<file path="src/hdl/l2_pkg.sv">
package l2_pkg;

	// Word address into the 64-word store
	typedef logic [5:0] l2_addr_t;

	typedef logic [31:0] l2_data_t;	// One data word

	// Byte enables, bit n enables byte n
	typedef logic [3:0] l2_mask_t;

	typedef logic [2:0] l2_op_t;	// Operation code
	typedef logic [1:0] strand_t;	// Strand tag of the requester
	typedef logic core_t;	// Core index

	typedef logic [15:0] pc_count_t;	// Performance counter value

	localparam int NUM_CORES = 2;	// Cores on the request side

	// Operation codes, everything else is rejected
	localparam l2_op_t OP_LOAD = 3'd0;
	localparam l2_op_t OP_STORE = 3'd1;

endpackage

</file>
<file path="src/hdl/l2_decode.sv">
`timescale 1ns/1ps

module l2_decode (
	input logic reset,	// Clock
	input logic clk,	// Async reset
	input logic grant_valid,
	input l2_pkg::core_t grant_core,
	input l2_pkg::strand_t grant_strand,
	input l2_pkg::l2_op_t grant_op,
	input l2_pkg::l2_addr_t grant_address,
	input l2_pkg::l2_data_t grant_data,
	input l2_pkg::l2_mask_t grant_mask,
	output logic dec_valid,
	output l2_pkg::core_t dec_core,
	output l2_pkg::strand_t dec_strand,
	output l2_pkg::l2_addr_t dec_address,
	output l2_pkg::l2_data_t dec_data,
	output l2_pkg::l2_mask_t dec_mask,
	output l2_pkg::l2_op_t dec_op,
	output logic dec_is_load,
	output logic dec_is_store
);
	import l2_pkg::*;

	always_ff @(posedge reset or posedge clk)
	begin
		if (clk)
		begin
			dec_valid <= 1'b0;
			dec_is_load <= 1'b0;
			dec_is_store <= 1'b0;
		end
		else
		begin
			dec_valid <= grant_valid;
			dec_is_load <= grant_valid && (grant_op == OP_LOAD);	// Qualified by valid
			dec_is_store <= grant_valid && (grant_op == OP_STORE);
			// Unknown codes leave both flags low and get rejected downstream
		end
	end

	always_ff @(posedge reset)
	begin
		dec_core <= grant_core;	// Payload follows the grant unconditionally
		dec_strand <= grant_strand;
		dec_op <= grant_op;
		dec_address <= grant_address;
		dec_data <= grant_data;
		dec_mask <= grant_mask;
	end

endmodule

</file>
<file path="config.mk">
export PLATFORM = sky130hd
export DESIGN_NAME = l2_decode
export DESIGN_NICKNAME = d
export VERILOG_FILES = /design/src/hdl/l2_pkg.sv /design/src/hdl/l2_decode.sv
export SDC_FILE = /design/constraint.sdc
export NUM_CORES = 1
export LEC_CHECK = 0
export ABC_CLOCK_PERIOD_IN_PS = 800
export BUFFER_PORTS_ARGS = -buffer_cell sky130_fd_sc_hd__buf_2
export CAP_MARGIN = 5
export CORE_UTILIZATION = 30
export DETAILED_ROUTE_END_ITERATION = 10
export PLACE_DENSITY = 0.68
export RECOVER_POWER = 25
export SETUP_SLACK_MARGIN = 0.4
export SLEW_MARGIN = 20
export SYNTH_ARGS = -nofsm -noshare
export SYNTH_HDL_FRONTEND = slang
export SYNTH_SLANG_ARGS = --single-unit
</file>
<file path="constraint.sdc">
create_clock -name reset -period 0.8 [get_ports reset]
set_input_delay 0.08 -clock reset [delete_from_list [all_inputs] [get_ports reset]]
set_output_delay 0.08 -clock reset [all_outputs]
set_load 0.005 [all_outputs]
</file>
==> run metrics, run 1 <==
slew margin rel.=0.856; Comb power frac=0.073; Root Buffer=clkbuf_4; Max clock buf depth=2; H-tree depth=2; LEAKAGE=about 0.93 nW; WP buf/inv=1; Total GRT Usage=0.124; worst vdd ir=1.56 mV; I/O pin total=around 100; Syn Inst Count=54; Synth Flop Type=dfxtp_1; worst-margin pin slew=between 0.2 and 0.25 ns; IO buf count=just over 100; post-synth top area share=0.900; critical path's top delay family=flip-flops; largest net degree at the start of global routing=17; Non-Filler Instances=210; Crit Path Max Fanout=1; Worst setup EP type=output pin; Hold Fails Final Rpt=50; Max Cap Violations=0; final net count=214; vias per cell=slightly below 4; crit path time final=between 0.9 and 1 ns; Critical Path AT=0.87 ns; final setup fails=between 50 and 60; crit-path cells=buf_2; FFs w/ async S/R, synth=0.0588; Site Rows=21; initial core utilization=0.317; Distinct cells, synth=5; placed cell count=201; Final WS setup=-0.153 ns; Fmax=between 1 and 1.5 GHz; Core Area=around 0.0034 sq mm; Worst EP required=0.72 ns; die width=between 60 and 70 um; CTS tree=built; violated checks=negative hold slack, negative setup slack; Avg Synthesized Cell Area=just under 20 sq um; min-delay worst type=in -> reg; first-pass GRT wire length=roughly 3100 um; P_sw=between 0.8 and 0.9 mW; syn nets=roughly 110; die area=0.00380 sq mm; RSZ-0062 raised after global routing=true; flops & latches, synth=around 50; First-pass DRT Iterations=2; P&R area growth vs syn=72.0%; Clock Pin Slew Worst Setup and Hold Paths=between 0.1 and 0.15 ns; Critical Path Max Stage Delay=just under 0.4 ns; hold buffers post-CTS=1; Syn Std Cell Area=roughly 0.0011 sq mm; Warnings, synthesis=0; GP Congestion=~0.73; DRC Markers=0; Switching Fraction=0.195; status=finished, violations left; internal power=about 3.6 mW; fraction of layout cells with a size suffix above 1=0.780; fin crit share=1.19; sequential share of the synthesized area=0.971; top cells by area, synth=dfxtp_1, dfrtp_1, nor4b_2; die height=between 60 and 70 um; initial antenna violation count=0; WL per Instance=10.9 um; Crit path depth=1; Antenna Nets Post-Route=0; DRT iter0 DRCs=10; power density over cell area=2410 mW/mm^2; vias in the first global route=between 800 and 900; Clk pwr share=0.312; CTS Buf Count=5; area leader, netlist=dfxtp_1; worst hold slack=-0.190 ns; Flop pwr share=0.615; critical path class=reg -> out; slowest CP cell=dfrtp_1; # clock sinks=slightly above 50; Slew Viols, Final=0; most common cell in the synthesized netlist=dfxtp_1; Synth top cells by count=dfxtp_1, dfrtp_1, and4bb_2, inv_1, nor4b_2; number of diodes=0; crit path to=dec_is_store; number of synthesized flops with an enable pin=0; vias=between 800 and 900; Setup crit start=dec_is_store$_DFF_PP0_; worst slack at placement=roughly 0.22 ns; gr ovfl total=0; crit path launch type=flop; Routed WL=2300 um
power groups by stage:
stage,clock [mW],combinational (mW),sequential (mW)
3_3_place_gp,0,0.274,2.76
6_report,1.38,0.324,2.72
2_1_floorplan,0,0.00737,2.79
5_1_grt,1.56,0.357,2.74
4_1_cts,1.45,0.286,2.71
3_5_place_dp,0,0.282,2.76
logic make-up (layout without fill, tap and decap cells):
logic type | count (synthesis) | after routing | share of synthesized area
buffers and inverters | 1 | 111 | 0.00351
flip-flops | 51 | 51 | 0.971
AND/OR/NAND/NOR | 2 | 2 | 0.0258
cell usage in the layout, fill, tap and decap left out, types with 3 or more instances in the layout:
cell | synthesis | final
buf_6 | 0 | 15
buf_2 | 0 | 86
dfrtp_1 | 3 | 3
dfxtp_2 | 0 | 18
clkbuf_4 | 0 | 5
dfxtp_1 | 48 | 30
final cells by class:
cell class / count / area, sq um
fillers: 303 / 1530
flip-flops and latches: 51 / 1060
repair buffers: 102 / 609
well taps: 46 / 57.6
clock buffers: 6 / 41.3
clock inverters: 2 / 37.5
multi-input cells: 2 / 27.5
inverters: 1 / 3.75
repair_timing:
action                     in CTS  in global routing
setup endpoints to repair      51                 51
resized for setup               2                 31
hold endpoints to repair       53                 50
setup buffers                   0                  0
layer usage:
layer | track usage | up-vias | wire [um]
li1 | - | 384 | -
met1 | 0.0996 | 352 | 677
met2 | 0.214 | 67 | 1200
met3 | 0.0924 | 6 | 359
met4 | 0.0762 | 0 | 59
met5 | 0 | - | 0
stage by stage:
| stage | utilization | setup TNS [ns] | area (sq um) | total power, mW |
|---|---|---|---|---|
| floorplan | - | 0 | 1070 | 2.79 |
| global placement | 0.485 | 0 | 1630 | 3.03 |
| detailed placement | 0.485 | 0 | 1630 | 3.04 |
| CTS | 0.512 | -4.86 | 1720 | 4.44 |
| global route | 0.546 | -6.73 | 1840 | 4.65 |
| finish | 0.546 | -3.69 | 1840 | 4.43 |
worst min-delay path by stage:
| stage | start | endpoint | depth (start not counted) |
|---|---|---|---|
| after floorplan | clk | dec_is_load$_DFF_PP0_ | 1 |
| after global placement | clk | dec_is_load$_DFF_PP0_ | 2 |
| after detailed placement | clk | dec_valid$_DFF_PP0_ | 2 |
| after CTS | grant_mask[2] | dec_mask[2]$_DFF_P_ | 1 |
| after global routing | grant_data[21] | dec_data[21]$_DFF_P_ | 1 |
| final | grant_data[21] | dec_data[21]$_DFF_P_ | 1 |
registers in the layout (all words and copies together), names as in the netlist:
name / count
dec_mask: 4
dec_is_store: 1
dec_is_load: 1
dec_op: 3
dec_address: 6
dec_valid: 1
dec_core: 1
dec_strand: 2
dec_data: 32
No activity file was read; power rests on OpenSTA's default activity.
==> run 2, diff against run 1 <==
--- a/config.mk
+++ b/config.mk
@@ -5,7 +5,7 @@
 export SDC_FILE = /design/constraint.sdc
 export NUM_CORES = 1
 export LEC_CHECK = 0
-export ABC_CLOCK_PERIOD_IN_PS = 800
+export ABC_CLOCK_PERIOD_IN_PS = 1000
 export BUFFER_PORTS_ARGS = -buffer_cell sky130_fd_sc_hd__buf_2
 export CAP_MARGIN = 5
 export CORE_UTILIZATION = 30
==> constraint.sdc (replaced) <==
create_clock -name reset -period 1 [get_ports reset]
set_input_delay 0.1 -clock reset [delete_from_list [all_inputs] [get_ports reset]]
set_output_delay 0.1 -clock reset [all_outputs]
set_load 0.005 [all_outputs]
==> run metrics, run 2 (synthesis results as in run 1) <==
Final WS setup=-0.0107 ns; Slew Viols, Final=0; vias per cell=a little under 4; commonest cells after routing, fill and taps aside=buf_2, dlygate4sd3_1, dfxtp_2; critical path class=reg -> out; Core Area=around 0.0034 sq mm; critical path's top delay family=flip-flops; GR Layer Usage met2=0.364; Worst EP required=~0.90 ns; die height=between 60 and 70 um; fin crit share=1.01; final net count=263; GP Congestion=0.699; most flop-heavy register=dec_data; min-delay worst type=in -> reg; slowest CP cell=dfrtp_1; number of diodes=0; worst-margin pin slew=0.221 ns; Fmax=0.989 GHz; Max clock buf depth=2; die area=0.00380 sq mm; WL per Instance=around 15 um; WP buf/inv=1; slew margin rel.=0.852; Worst setup EP type=output pin; Flop pwr share=0.618; post-CTS setup buffers=0; final setup fails=1; H-tree depth=2; IO buf count=between 100 and 150; crit-path cells=buf_2; DRC Markers=0; I/O pin total=approximately 100; DRT iter0 DRCs=17; Max Cap Violations=0; vias=between 1,000 and 1,500; Root Buffer=clkbuf_4; CTS tree=built; detailed placement HPWL=just under 2000 um; status=finished, violations left; Antenna Nets Post-Route=0; CTS Buf Count=5; fraction of layout cells with a size suffix above 1=0.643; grt met1 use=0.149; Largest regs=dec_data x32, dec_address x6, dec_mask x4; P_sw=0.794 mW; Routed WL=3850 um; Hold Fails Final Rpt=0; Site Rows=21; LEAKAGE=between 1 and 1.5 nW; Switching Fraction=0.224; First-pass DRT Iterations=4; die width=between 60 and 70 um; Comb power frac=0.124; number of flip-flops in the largest register=32; internal power=2.75 mW; Total GRT Usage=0.192; worst vdd ir=1.00 mV; worst hold slack=0.0249 ns; Crit Path Max Fanout=1; initial antenna violation count=0; crit path launch type=flop; first-pass GRT wire length=approximately 4800 um; gr ovfl total=0; power density over cell area=~1500 mW/mm^2; Most Used Layer, Global Route=met2; most common cell after layout, fill and taps aside=buf_2; met3 Use GR=0.124; Clock Pin Slew Worst Setup and Hold Paths=roughly 0.16 ns; initial core utilization=0.317; Critical Path AT=0.91 ns; Clk pwr share=0.258; P&R area growth vs syn=120%; crit path time final=just over 1 ns; Critical Path Max Stage Delay=slightly above 0.4 ns; vias in the first global route=1,109; area post-placement=about 0.0016 sq mm; violated checks=negative setup slack; post-route cell area=~0.0023 sq mm; RSZ-0062 raised after global routing=true; # clock sinks=51; largest net degree at the start of global routing=17
-- run 2: routing by layer --
layer,share of wire,vias up
met4,0.0075,0
met5,0,-
met2,0.56,66
met3,0.12,2
met1,0.31,459
li1,-,482
-- run 2: final cells by class --
| class | count | area, sq um |
|---|---|---|
| clock buffer | 6 | 41.3 |
| sequential | 51 | 1070 |
| fill | 246 | 1020 |
| tap | 46 | 57.6 |
| multi-input combinational | 2 | 27.5 |
| clock inverter | 2 | 16.3 |
| timing repair buffer | 151 | 1130 |
| inverter | 1 | 3.75 |
-- run 2: power groups by stage --
stage	registers [mW]	logic, mW	clock network [mW]
global route	2.20	0.472	1.02
detailed placement	2.21	0.226	0
CTS	2.17	0.379	0.927
global placement	2.21	0.218	0
finish	2.19	0.440	0.913
floorplan	2.23	0.00589	0
-- run 2: what timing repair did --
action | CTS | global route
pin swaps | 0 | 1
endpoints found under the setup margin | 51 | 52
hold buffers | 50 | 1
cloned | 0 | 0
resized for setup | 2 | 48
hold endpoints to repair | 53 | 2
-- run 2: path summary, 6_finish.rpt --
| kind | startpoint | end | slack [ns] | depth (start not counted) |
|---|---|---|---|---|
| setup / recovery | dec_is_load$_DFF_PP0_ | dec_is_load | -0.01 | 1 |
| hold / removal | grant_valid | dec_is_load$_DFF_PP0_ | 0.02 | 2 |
| max in group asynchronous | clk | dec_is_load$_DFF_PP0_ | 0.71 | 3 |
| min in group asynchronous | clk | dec_is_store$_DFF_PP0_ | 0.15 | 3 |
-- run 2: through the flow --
step	power, mW	instances	setup TNS [ns]	utilization	worst slack (ns)
2_1_floorplan	2.23	54	0	-	0.551
3_3_place_gp	2.42	201	0	0.485	0.441
3_5_place_dp	2.44	201	0	0.485	0.386
4_1_cts	3.47	259	0	0.653	0.00419
5_1_grt	3.70	259	-0.118	0.698	-0.0416
6_report	3.54	259	-0.0107	0.698	-0.0107
==> run 3, diff against run 2 <==
--- a/config.mk
+++ b/config.mk
@@ -9,9 +9,9 @@
 export BUFFER_PORTS_ARGS = -buffer_cell sky130_fd_sc_hd__buf_2
 export CAP_MARGIN = 5
 export CORE_UTILIZATION = 30
+export CTS_CLUSTER_DIAMETER = 40
 export DETAILED_ROUTE_END_ITERATION = 10
-export PLACE_DENSITY = 0.68
-export RECOVER_POWER = 25
+export PLACE_DENSITY_LB_ADDON = 0.05
 export SETUP_SLACK_MARGIN = 0.4
 export SLEW_MARGIN = 20
 export SYNTH_ARGS = -nofsm -noshare
==> run metrics, run 3 (synthesis results as in run 1) <==
status=completed; vias=between 900 and 1,000; Crit path depth=1; worst vdd ir=0.993 mV; # clock sinks=51; worst-margin pin slew=roughly 0.22 ns; GP Congestion=around 0.64; initial core utilization=0.317; first-pass GRT wire length=about 3700 um; min-delay worst type=in -> reg; commonest cells after routing, fill and taps aside=buf_2, dlygate4sd3_1, dfxtp_1; WL per Instance=11.2 um; Largest regs=dec_data x32, dec_address x6, dec_mask x4; Crit Path Max Fanout=1; crit path launch type=flop; CTS tree=built; Worst setup EP type=output pin; initial antenna violation count=0; Hold Crit Depth=2; crit-path cells=buf_2; Hold EP=dec_is_load$_DFF_PP0_; Antenna Nets Post-Route=0; die area=about 0.0038 sq mm; P&R area growth vs syn=117%; H-tree depth=2; crit path time final=about 0.95 ns; power density over cell area=between 1500 and 2000 mW/mm^2; die width=roughly 62 um; HP Start=grant_valid; I/O pin total=approximately 100; slowest CP cell=dfrtp_1; Total GRT Usage=0.142; Routed WL=between 2000 and 3000 um; gr ovfl total=0; Clock Pin Slew Worst Setup and Hold Paths=about 0.12 ns; First-pass DRT Iterations=2; Max clock buf depth=2; Slew Viols, Final=0; vias per cell=approximately 3.8; fillers=about 260; Hold Fails Final Rpt=0; Critical Path AT=approximately 0.85 ns; most common cell after layout, fill and taps aside=buf_2; Non-Filler Instances=approximately 260; IO buf count=between 100 and 150; post-CTS setup buffers=0; placed cell count=around 200; Max Cap Violations=0; largest net degree at the start of global routing=15; slew margin rel.=0.855; final setup fails=0; final net count=roughly 260; post-layout util=0.687; detailed placement HPWL=approximately 1600 um; LEAKAGE=~1.2 nW; DRT iter0 DRCs=15; critical path's top delay family=flip-flops; DRC Markers=0; Core Area=around 0.0034 sq mm; Worst EP required=approximately 0.9 ns; number of flip-flops in the largest register=32; die height=~62 um; fin crit share=0.954; RSZ-0062 raised after global routing=true; Fmax=1.05 GHz; Root Buffer=clkbuf_4; number of diodes=0; vias in the first global route=about 900; critical path class=reg -> out; Critical Path Max Stage Delay=around 0.39 ns; fraction of layout cells with a size suffix above 1=0.601; most flop-heavy register=dec_data; CTS Buf Count=5; Site Rows=21; WP buf/inv=1
run 3: changes by cell type in the layout (fill, tap and decap cells not counted), sizes merged:
cell,previous run,this run
dlymetal6s4s,0,3
clkbuf,7,8
clkdlybuf4s25,2,0
clkinvlp,1,0
dlygate4sd3,48,47
inv,2,1
buf,100,101
run 3: through the flow:
step                worst slack [ns]  hold WS (ns)  TNS [ns]  power (mW)  area, sq um
floorplan                      0.551        -0.146         0        2.23         1070
global placement               0.440       -0.0340         0        2.42         1630
detailed placement             0.423       -0.0310         0        2.43         1630
CTS                           0.0318        0.0208         0        3.55         2200
global route                 -0.0241        0.0229   -0.0578        3.74         2310
finish                        0.0463        0.0623         0        3.55         2310
run 3: repair_timing:
item / 4_1_cts / 5_1_grt
pin swaps: 0 / 1
endpoints found under the hold margin: 53 / 0
gates resized for setup: 0 / 34
setup endpoints to repair: 51 / 52
hold buffers: 50 / 0
run 3: worst max path at each step:
stage | slack, ns | endpoint | start
finish | 0.05 | dec_is_load | dec_is_load$_DFF_PP0_
global route | -0.02 | dec_valid | dec_valid$_DFF_PP0_
CTS | 0.03 | dec_valid | dec_valid$_DFF_PP0_
detailed placement | 0.42 | dec_is_store$_DFF_PP0_ | grant_op[2]
global placement | 0.44 | dec_is_load$_DFF_PP0_ | grant_op[1]
floorplan | 0.55 | dec_is_load | dec_is_load$_DFF_PP0_
run 3: final cells by class:
| cell class | count | area [sq um] | share of cell area |
|---|---|---|---|
| Timing Repair Buffer | 151 | 1090 | 0.474 |
| Sequential cell | 51 | 1060 | 0.458 |
| Clock buffer | 8 | 68.8 | 0.0298 |
| Tap cell | 46 | 57.6 | 0.0249 |
| Multi-Input combinational cell | 2 | 27.5 | 0.0119 |
| Inverter | 1 | 3.75 | 0.00162 |
run 3: power breakdown:
part | switching, mW | internal [mW] | leakage (nW)
combinational | 0.114 | 0.297 | 0.675
clock | 0.544 | 0.415 | 0.0386
sequential | 0.0297 | 2.15 | 0.444
total | 0.687 | 2.86 | 1.16
run 3: routing by layer:
metal | vias to the layer above | part of all wire | track usage
met5 | - | 0 | 0
met4 | 0 | 0.0083 | 0.0667
met3 | 4 | 0.14 | 0.0798
met2 | 74 | 0.53 | 0.240
met1 | 427 | 0.33 | 0.140
li1 | 481 | - | -
